===== src/design/bcam_pkg.sv =====
// binary CAM shared definitions

package bcam_pkg;

    // geometry of the vlan map table
    localparam int KEY_BITS      = 12;
    localparam int VALUE_BITS    = 12;
    localparam int MAX_ENTRIES   = 32;
    localparam int ENTRY_ID_BITS = $clog2(MAX_ENTRIES);

    // register window
    localparam int REG_ADDR_BITS = 8;
    localparam int REG_DATA_BITS = 32;

    localparam logic [REG_ADDR_BITS-1:0] ADDR_CAM_CTRL         = 8'h00;
    localparam logic [REG_ADDR_BITS-1:0] ADDR_CAM_ENTRY_ID     = 8'h01;
    localparam logic [REG_ADDR_BITS-1:0] ADDR_CAM_LOOKUP_COUNT = 8'h03;
    localparam logic [REG_ADDR_BITS-1:0] ADDR_CAM_HIT_COUNT    = 8'h04;
    localparam logic [REG_ADDR_BITS-1:0] ADDR_CAM_MISS_COUNT   = 8'h05;
    localparam logic [REG_ADDR_BITS-1:0] ADDR_CAM_DATA0        = 8'h10;
    localparam logic [REG_ADDR_BITS-1:0] ADDR_CAM_DATA1        = 8'h11;

    // CTRL bit positions
    localparam int CTRL_RD_BIT     = 0;
    localparam int CTRL_WR_BIT     = 1;
    localparam int CTRL_RST_BIT    = 2;
    localparam int CTRL_IN_USE_BIT = 31;

    typedef logic [KEY_BITS-1:0]   cam_key_t;
    // action id in 1:0, ingress port in 11:2
    typedef logic [VALUE_BITS-1:0] cam_value_t;

    typedef struct packed {
        logic                     wr;
        logic                     rd;
        logic [ENTRY_ID_BITS-1:0] index;
        cam_key_t                 key;
        cam_value_t               value;
        logic                     in_use;
    } cam_cmd_t;

    typedef struct packed {
        logic       in_use;
        cam_key_t   key;
        cam_value_t value;
    } cam_entry_t;

    typedef struct packed {
        logic                              valid;
        logic [MAX_ENTRIES-1:0]            hits;
        cam_value_t [MAX_ENTRIES-1:0]      values;
    } cam_match_t;

endpackage


===== src/design/bcam_reg_decode.sv =====
// CAM register window
`timescale 1ns/10ps

module bcam_reg_decode
    import bcam_pkg::*;
#(
    parameter int NUM_ENTRIES = 32
) (
    input  logic                     core_clk_ifc,
    input  logic                     rst_n,
    input  logic                     reg_wr,
    input  logic                     reg_rd,
    input  logic [REG_ADDR_BITS-1:0] reg_addr,
    input  logic [REG_DATA_BITS-1:0] reg_wdata,
    input  cam_entry_t               rd_entry,
    input  logic                     rd_entry_valid,
    input  logic [REG_DATA_BITS-1:0] lookup_count,
    input  logic [REG_DATA_BITS-1:0] hit_count,
    input  logic [REG_DATA_BITS-1:0] miss_count,
    output logic [REG_DATA_BITS-1:0] reg_rdata,
    output logic                     reg_rdata_valid,
    output cam_cmd_t                 cam_cmd,
    output logic                     counter_clear
);

    logic [ENTRY_ID_BITS-1:0] entry_id;
    cam_key_t                 data0;
    cam_value_t               data1;
    logic                     ctrl_rd;
    logic                     ctrl_wr;
    logic                     ctrl_in_use;
    logic                     ctrl_write;
    logic [REG_DATA_BITS-1:0] ctrl_word;
    logic [REG_DATA_BITS-1:0] rdata_next;

    assign ctrl_write = reg_wr && (reg_addr == ADDR_CAM_CTRL);

    //////////////////////////////////////////////////////////////////////
    // control flags and entry commands

    always_ff @(posedge core_clk_ifc) begin
        if (!rst_n) begin
            entry_id      <= '0;
            ctrl_rd       <= 1'b0;
            ctrl_wr       <= 1'b0;
            ctrl_in_use   <= 1'b0;
            cam_cmd       <= '0;
            counter_clear <= 1'b0;
        end else begin
            // strobes last one cycle
            cam_cmd.wr    <= 1'b0;
            cam_cmd.rd    <= 1'b0;
            counter_clear <= 1'b0;

            if (reg_wr && (reg_addr == ADDR_CAM_ENTRY_ID)) begin
                entry_id <= reg_wdata[ENTRY_ID_BITS-1:0];
            end
            // store done, WR drops
            if (cam_cmd.wr) begin
                ctrl_wr <= 1'b0;
            end
            if (rd_entry_valid) begin
                ctrl_rd     <= 1'b0;
                ctrl_in_use <= rd_entry.in_use;
            end

            if (ctrl_write) begin
                ctrl_in_use   <= reg_wdata[CTRL_IN_USE_BIT];
                counter_clear <= reg_wdata[CTRL_RST_BIT];
                cam_cmd.index  <= entry_id;
                cam_cmd.key    <= data0;
                cam_cmd.value  <= data1;
                cam_cmd.in_use <= reg_wdata[CTRL_IN_USE_BIT];
                // write wins over read
                if (reg_wdata[CTRL_WR_BIT]) begin
                    ctrl_wr    <= 1'b1;
                    cam_cmd.wr <= 1'b1;
                end else if (reg_wdata[CTRL_RD_BIT]) begin
                    ctrl_rd    <= 1'b1;
                    cam_cmd.rd <= 1'b1;
                end
            end
        end
    end

    // data words, loaded by software or by read-back
    always_ff @(posedge core_clk_ifc) begin
        if (rd_entry_valid) begin
            data0 <= rd_entry.key;
            data1 <= rd_entry.value;
        end else begin
            if (reg_wr && (reg_addr == ADDR_CAM_DATA0)) begin
                data0 <= reg_wdata[KEY_BITS-1:0];
            end
            if (reg_wr && (reg_addr == ADDR_CAM_DATA1)) begin
                data1 <= reg_wdata[VALUE_BITS-1:0];
            end
        end
    end

    //////////////////////////////////////////////////////////////////////
    // read-data mux

    always_comb begin
        ctrl_word                  = '0;
        ctrl_word[CTRL_RD_BIT]     = ctrl_rd;
        ctrl_word[CTRL_WR_BIT]     = ctrl_wr;
        ctrl_word[CTRL_RST_BIT]    = counter_clear;
        ctrl_word[CTRL_IN_USE_BIT] = ctrl_in_use;

        case (reg_addr)
            ADDR_CAM_CTRL:         rdata_next = ctrl_word;
            ADDR_CAM_ENTRY_ID:     rdata_next = REG_DATA_BITS'(entry_id);
            ADDR_CAM_LOOKUP_COUNT: rdata_next = lookup_count;
            ADDR_CAM_HIT_COUNT:    rdata_next = hit_count;
            ADDR_CAM_MISS_COUNT:   rdata_next = miss_count;
            ADDR_CAM_DATA0:        rdata_next = REG_DATA_BITS'(data0);
            ADDR_CAM_DATA1:        rdata_next = REG_DATA_BITS'(data1);
            default:               rdata_next = '0;
        endcase
    end

    always_ff @(posedge core_clk_ifc) begin
        if (!rst_n) begin
            reg_rdata_valid <= 1'b0;
        end else begin
            reg_rdata_valid <= reg_rd;
        end
    end

    always_ff @(posedge core_clk_ifc) begin
        if (reg_rd) begin
            reg_rdata <= rdata_next;
        end
    end

    // entry index must address a real slot in the store
    a_entry_id_range: assert property (@(posedge core_clk_ifc) disable iff (!rst_n)
        (cam_cmd.wr || cam_cmd.rd) |-> (int'(cam_cmd.index) < NUM_ENTRIES))
        else $error("entry command with ENTRY_ID %0d out of range", cam_cmd.index);

endmodule


===== src/design/bcam_entry_store.sv =====
// CAM entry storage and key match
`timescale 1ns/10ps

module bcam_entry_store
    import bcam_pkg::*;
#(
    parameter int NUM_ENTRIES = 32
) (
    input  logic       core_clk_ifc,
    input  logic       rst_n,
    input  cam_cmd_t   cam_cmd,
    input  logic       lookup_req,
    input  cam_key_t   lookup_key,
    output cam_entry_t rd_entry,
    output logic       rd_entry_valid,
    output cam_match_t match
);

    localparam int IDX_BITS = (NUM_ENTRIES > 1) ? $clog2(NUM_ENTRIES) : 1;

    cam_entry_t                   entries [NUM_ENTRIES];
    logic [IDX_BITS-1:0]          cmd_idx;
    logic [MAX_ENTRIES-1:0]       hits;
    cam_value_t [MAX_ENTRIES-1:0] values;

    assign cmd_idx = cam_cmd.index[IDX_BITS-1:0];

    //////////////////////////////////////////////////////////////////////
    // entry writes

    always_ff @(posedge core_clk_ifc) begin
        if (!rst_n) begin
            // all entries start unused
            for (int i = 0; i < NUM_ENTRIES; i++) begin
                entries[i].in_use <= 1'b0;
            end
        end else if (cam_cmd.wr) begin
            entries[cmd_idx].in_use <= cam_cmd.in_use;
            entries[cmd_idx].key    <= cam_cmd.key;
            entries[cmd_idx].value  <= cam_cmd.value;
        end
    end

    // read-back answered in the command cycle
    assign rd_entry       = entries[cmd_idx];
    assign rd_entry_valid = cam_cmd.rd;

    //////////////////////////////////////////////////////////////////////
    // parallel exact match

    always_comb begin
        hits   = '0;
        values = '0;
        for (int i = 0; i < NUM_ENTRIES; i++) begin
            // unused entries never match
            hits[i]   = entries[i].in_use && (entries[i].key == lookup_key);
            values[i] = entries[i].value;
        end
    end

    always_ff @(posedge core_clk_ifc) begin
        match.hits   <= hits;
        match.values <= values;
        if (!rst_n) begin
            match.valid <= 1'b0;
        end else begin
            match.valid <= lookup_req;
        end
    end

    // the decoder never issues both commands at once
    a_cmd_exclusive: assert property (@(posedge core_clk_ifc) disable iff (!rst_n)
        !(cam_cmd.wr && cam_cmd.rd))
        else $error("write and read entry commands in the same cycle");

endmodule


===== src/design/bcam_lookup_result.sv =====
// CAM lookup result and counters
`timescale 1ns/10ps

module bcam_lookup_result
    import bcam_pkg::*;
#(
    parameter int NUM_ENTRIES = 32
) (
    input  logic                     core_clk_ifc,
    input  logic                     rst_n,
    input  cam_match_t               match,
    input  logic                     counter_clear,
    output logic                     result_valid,
    output logic                     result_hit,
    output cam_value_t               result_value,
    output logic [REG_DATA_BITS-1:0] lookup_count,
    output logic [REG_DATA_BITS-1:0] hit_count,
    output logic [REG_DATA_BITS-1:0] miss_count
);

    logic       sel_hit;
    cam_value_t sel_value;

    //////////////////////////////////////////////////////////////////////
    // lowest index wins

    always_comb begin
        sel_hit   = 1'b0;
        sel_value = '0;
        // walk downward so the lowest match is taken last
        for (int i = NUM_ENTRIES - 1; i >= 0; i--) begin
            if (match.valid && match.hits[i]) begin
                sel_hit   = 1'b1;
                sel_value = match.values[i];
            end
        end
    end

    always_ff @(posedge core_clk_ifc) begin
        if (!rst_n) begin
            result_valid <= 1'b0;
            result_hit   <= 1'b0;
        end else begin
            result_valid <= match.valid;
            result_hit   <= sel_hit;
        end
    end

    // zero on a miss
    always_ff @(posedge core_clk_ifc) begin
        result_value <= sel_value;
    end

    //////////////////////////////////////////////////////////////////////
    // statistics, free running and wrapping

    always_ff @(posedge core_clk_ifc) begin
        if (!rst_n || counter_clear) begin
            lookup_count <= '0;
            hit_count    <= '0;
            miss_count   <= '0;
        end else if (result_valid) begin
            lookup_count <= lookup_count + 1'b1;
            if (result_hit) begin
                hit_count <= hit_count + 1'b1;
            end else begin
                miss_count <= miss_count + 1'b1;
            end
        end
    end

    a_hit_needs_valid: assert property (@(posedge core_clk_ifc) disable iff (!rst_n)
        result_hit |-> result_valid)
        else $error("result_hit without result_valid");

endmodule


===== src/design/bcam_top.sv =====
// binary CAM top level
`timescale 1ns/10ps

module bcam_top
    import bcam_pkg::*;
#(
    parameter int NUM_ENTRIES = 32
) (
    input  logic                     core_clk_ifc,
    input  logic                     rst_n,
    input  logic                     reg_wr,
    input  logic                     reg_rd,
    input  logic [REG_ADDR_BITS-1:0] reg_addr,
    input  logic [REG_DATA_BITS-1:0] reg_wdata,
    input  logic                     lookup_req,
    input  cam_key_t                 lookup_key,
    output logic [REG_DATA_BITS-1:0] reg_rdata,
    output logic                     reg_rdata_valid,
    output logic                     result_valid,
    output logic                     result_hit,
    output cam_value_t               result_value
);

    cam_cmd_t                 cam_cmd;
    cam_entry_t               rd_entry;
    logic                     rd_entry_valid;
    cam_match_t               match;
    logic                     counter_clear;
    logic [REG_DATA_BITS-1:0] lookup_count;
    logic [REG_DATA_BITS-1:0] hit_count;
    logic [REG_DATA_BITS-1:0] miss_count;

    bcam_reg_decode #(
        .NUM_ENTRIES     ( NUM_ENTRIES     )
    ) i_bcam_reg_decode (
        .core_clk_ifc    ( core_clk_ifc    ),
        .rst_n           ( rst_n           ),
        .reg_wr          ( reg_wr          ),
        .reg_rd          ( reg_rd          ),
        .reg_addr        ( reg_addr        ),
        .reg_wdata       ( reg_wdata       ),
        .rd_entry        ( rd_entry        ),
        .rd_entry_valid  ( rd_entry_valid  ),
        .lookup_count    ( lookup_count    ),
        .hit_count       ( hit_count       ),
        .miss_count      ( miss_count      ),
        .reg_rdata       ( reg_rdata       ),
        .reg_rdata_valid ( reg_rdata_valid ),
        .cam_cmd         ( cam_cmd         ),
        .counter_clear   ( counter_clear   )
    );

    bcam_entry_store #(
        .NUM_ENTRIES    ( NUM_ENTRIES    )
    ) i_bcam_entry_store (
        .core_clk_ifc   ( core_clk_ifc   ),
        .rst_n          ( rst_n          ),
        .cam_cmd        ( cam_cmd        ),
        .lookup_req     ( lookup_req     ),
        .lookup_key     ( lookup_key     ),
        .rd_entry       ( rd_entry       ),
        .rd_entry_valid ( rd_entry_valid ),
        .match          ( match          )
    );

    bcam_lookup_result #(
        .NUM_ENTRIES   ( NUM_ENTRIES   )
    ) i_bcam_lookup_result (
        .core_clk_ifc  ( core_clk_ifc  ),
        .rst_n         ( rst_n         ),
        .match         ( match         ),
        .counter_clear ( counter_clear ),
        .result_valid  ( result_valid  ),
        .result_hit    ( result_hit    ),
        .result_value  ( result_value  ),
        .lookup_count  ( lookup_count  ),
        .hit_count     ( hit_count     ),
        .miss_count    ( miss_count    )
    );

endmodule


===== config.mk =====
export PLATFORM = sky130hd
export DESIGN_NAME = bcam_top
export DESIGN_NICKNAME = d
export VERILOG_FILES = /design/src/design/bcam_pkg.sv /design/src/design/bcam_reg_decode.sv /design/src/design/bcam_entry_store.sv /design/src/design/bcam_lookup_result.sv /design/src/design/bcam_top.sv
export SDC_FILE = /design/constraint.sdc
export NUM_CORES = 2
export LEC_CHECK = 0
export BUFFER_PORTS_ARGS = -buffer_cell sky130_fd_sc_hd__clkbuf_2
export CAP_MARGIN = 20
export CORE_MARGIN = 4
export CORE_UTILIZATION = 50
export CTS_CLUSTER_SIZE = 25
export DETAILED_ROUTE_END_ITERATION = 7
export PLACE_DENSITY = 0.62
export SLEW_MARGIN = 10
export SYNTH_ARGS = -nofsm -noshare
export SYNTH_HDL_FRONTEND = slang
export SYNTH_SLANG_ARGS = --single-unit

===== constraint.sdc =====
create_clock -name core_clk_ifc -period 4.05 [get_ports core_clk_ifc]
set_input_delay 0.81 -clock core_clk_ifc [delete_from_list [all_inputs] [get_ports core_clk_ifc]]
set_output_delay 0.81 -clock core_clk_ifc [all_outputs]
set_load 0.05 [all_outputs]

==> impl_metrics.env <==
export IMPL_via_count=35300
export IMPL_antenna_found_initial=8
export IMPL_power_density_nw_per_um2=452
export IMPL_period_needed_ns=3.02
export IMPL_synth_adder_area_share_pct=0.0664
export IMPL_cts_resized=0
export IMPL_drc=0
export IMPL_setup_violations_final=0
export IMPL_critPathSlowestCell="dfxtp_4"
export IMPL_rows=123
export IMPL_crit_family="multiplexers"
export IMPL_yosys_area_top_type="edfxtp_1"
export IMPL_hold_violations=0
export IMPL_drive_gt1_share_pct=17.9
export IMPL_grt_max_degree=55
export IMPL_die_area_um2=118000
export IMPL_vias_per_cell=6.07
export IMPL_antenna_cells=0
export IMPL_synth_xor_area_share_pct=7.16
export IMPL_yosysTopAreaCellShare_pct=43.8
export IMPL_syn_avg_cell_area_um2=14.0
export IMPL_clock_sinks=1430
export IMPL_finalWirelength_mm=166
export IMPL_cts_tree="built"
export IMPL_area_growth_syn_to_layout_pct=13.6
export IMPL_fmax_ghz=0.331
export IMPL_critPathKind="reg2reg"
export IMPL_place_area_um2=59400
export IMPL_synth_compound_area_share_pct=6.56
export IMPL_grtUsageTotal_pct=28.0
export IMPL_ys_warn_count=0
export IMPL_peakVddDrop_mv=0.396
export IMPL_io_buffers=84
export IMPL_numCtsBuffers=145
export IMPL_gp_congestion=0.933
export IMPL_cp_cell_sequence="buf_4, mux4_2, mux4_2, o22ai_1, nor2_1"
export IMPL_netlist_area_um2=56500
export IMPL_grt_pass1_vias=34500
export IMPL_hp_start="lookup_req"
export IMPL_status="completed"
export IMPL_synthesis_nets=4089
export IMPL_wl_per_cell_um=28.6
export IMPL_synth_top_family_by_area="multiplexers"
export IMPL_max_slew_worst_pin_slew_ns=1.11
export IMPL_synthFlopType="edfxtp_1"
export IMPL_htreeDepth=4
export IMPL_nets=4250
export IMPL_fin_skew_ns=0.0311
export IMPL_yosys_area_share_simple_pct=8.75
export IMPL_p_leak_nw=19.5
export IMPL_design_area_um2=64200
export IMPL_hold_class="in2reg"
export IMPL_yosysSeqAreaShare_pct=65.3
export IMPL_drv_slew=0
export IMPL_crit_required_ns=4.54
export IMPL_rsz0062_at_grt="false"
export IMPL_ctsHoldBuffers=0
export IMPL_critPathBufInv=1
export IMPL_cts_root_buf="clkbuf_16"
export IMPL_die_width_um=344
export IMPL_drt_initial_drc_count=4206
export IMPL_dieHeight_um=344
export IMPL_tns_ns=0
export IMPL_initial_core_util_pct=50.3
export IMPL_async_reset_ff_share_pct=0
export IMPL_grt_overflow=0
export IMPL_dr_pass1_iters=8
export IMPL_clock_path_buffers=3
export IMPL_ant_nets=0
export IMPL_worstSetupEndpointType="flop"
export IMPL_path_clk_slew_ns=0.06
export IMPL_critPathLaunchType="flop"
export IMPL_synth_cells=4029
export IMPL_post_cts_buffers=0
export IMPL_place_detailed_hpwl_mm=115
export IMPL_drv_cap=0
export IMPL_grt_pass1_wl_mm=239
export IMPL_slew_headroom_pct=25.9
export IMPL_clk_latency_ns=0.76
export IMPL_cp_data_arrival_time_ns=3.51
export IMPL_synth_seq_cells=1430
export IMPL_period_share_pct=74.7
export IMPL_cpMostUsedCell="mux4_2"
export IMPL_synth_area_leaders="edfxtp_1, dfxtp_1, mux4_2"
export IMPL_synth_cell_types=79
export IMPL_cp_max_fo=20
export IMPL_muxShareOfSynthArea_pct=10.0
export IMPL_coreArea_um2=112000
export IMPL_max_stage_delay_ns=0.71
export IMPL_synth_edf_count=824
export IMPL_ioPinCount=104
worst paths after layout:
kind	endpoint	slack, ns	cells after the start
worst min-delay path	i_bcam_entry_store.match[416]$_SDFF_PN0_	0.27	2
worst max register to register	i_bcam_reg_decode.data0[2]$_DFFE_PP_	1.03	5
worst max-delay path	i_bcam_reg_decode.data0[2]$_DFFE_PP_	1.03	5
worst min register to register	i_bcam_entry_store.match[353]$_DFF_P_	0.36	0
through the flow:
step,power [mW],hold WS (ns),instances,util [%],worst slack [ns]
after floorplan,15.9,0.343,4029,-,0.987
after global placement,16.1,0.344,5537,52.8,0.897
after detailed placement,16.1,0.349,5537,52.8,0.888
after CTS,29.1,0.235,5807,57.0,1.10
after global routing,29.8,0.267,5813,57.1,0.971
final,29.0,0.274,5813,57.1,1.03
power by group:
group	internal, mW	total, mW	switching [mW]	leakage (nW)
logic	0.172	0.545	0.373	5.98
clock network	7.60	13.2	5.63	2.32
registers	15.2	15.2	0.0101	11.2
total	23.0	29.0	6.02	19.5
synthesized netlist by cell type (all sizes together), types with 9 or more instances:
master / n
nor3b: 15
inv: 57
o221ai: 12
edfxtp: 824
o21ai: 112
xor2: 175
o22ai: 45
buf: 85
xnor2: 287
o221a: 9
a21oi: 133
mux4: 249
nand2b: 28
nand2: 323
or3: 21
a211oi: 18
a31oi: 17
dfxtp: 606
nor2b: 43
and3: 13
nor4: 42
o211ai: 22
o31ai: 17
a221oi: 24
nor2: 233
a22oi: 50
nand3b: 17
nand4: 73
nor3: 56
nand3: 125
clkbuf: 151
and4: 14
a221o: 9
layout by cell type (no fill, tap or decap), types with 27 or more instances in the layout:
| master | synthesis | routed |
|---|---|---|
| nand3_1 | 125 | 125 |
| nor2b_1 | 43 | 43 |
| a22oi_1 | 50 | 50 |
| o21ai_0 | 111 | 111 |
| nand2_1 | 323 | 323 |
| a21oi_1 | 133 | 133 |
| nand4_1 | 73 | 73 |
| clkbuf_2 | 0 | 84 |
| mux4_2 | 249 | 249 |
| clkbuf_16 | 0 | 150 |
| nand2b_1 | 28 | 27 |
| xor2_1 | 175 | 175 |
| o22ai_1 | 45 | 45 |
| nor4_1 | 40 | 39 |
| nor3_1 | 56 | 56 |
| buf_4 | 8 | 149 |
| inv_1 | 57 | 57 |
| clkinv_1 | 7 | 29 |
| clkbuf_1 | 151 | 35 |
| nor2_1 | 231 | 199 |
| xnor2_1 | 287 | 287 |
| dfxtp_1 | 606 | 599 |
| edfxtp_1 | 824 | 824 |
final cells by class:
class | instances | area, um2
Clock buffer | 206 | 4170
Fill cell | 9031 | 48200
Tap cell | 1500 | 1880
Multi-Input combinational cell | 2299 | 18600
Sequential cell | 1430 | 36900
Clock inverter | 64 | 541
Timing Repair Buffer | 250 | 1850
Inverter | 64 | 240
registers in the layout, summed over array words and instances, names as in the netlist, 5 cells and up, named ones only:
| signal | flops |
|---|---|
| i_bcam_reg_decode.data1 | 12 |
| i_bcam_lookup_result.lookup_count | 32 |
| i_bcam_entry_store.entries | 800 |
| i_bcam_lookup_result.miss_count | 32 |
| i_bcam_reg_decode.reg_rdata | 32 |
| i_bcam_lookup_result.result_value | 12 |
| i_bcam_reg_decode.data0 | 12 |
| i_bcam_reg_decode.cam_cmd | 32 |
| i_bcam_lookup_result.hit_count | 32 |
| i_bcam_entry_store.match | 417 |
| i_bcam_reg_decode.entry_id | 5 |
worst reg2reg max path, stage by stage, from the launching register on:
cell,delay [ns]
dfxtp_4,0.71
buf_4,0.42
mux4_2,0.60
mux4_2,0.57
o22ai_1,0.38
nor2_1,0.08
cell families (layout without fill, tap and decap cells):
family | after synthesis | in the layout
compound gates | 555 | 555
xor+xnor | 462 | 462
fa+ha+maj | 3 | 3
buf+inv | 300 | 584
flops | 1430 | 1430
mux | 256 | 256
simple gates | 1023 | 1023
routing by layer:
layer  wire (um)  up-vias  global-route usage (%)
li1            -    15400                       -
met1       65600    17800                    38.0
met2       77400     1758                    44.4
met3       16500      320                    6.29
met4        6900        2                    10.8
met5          13        -                       0
Note: power is estimated with default switching activity, not from simulation.
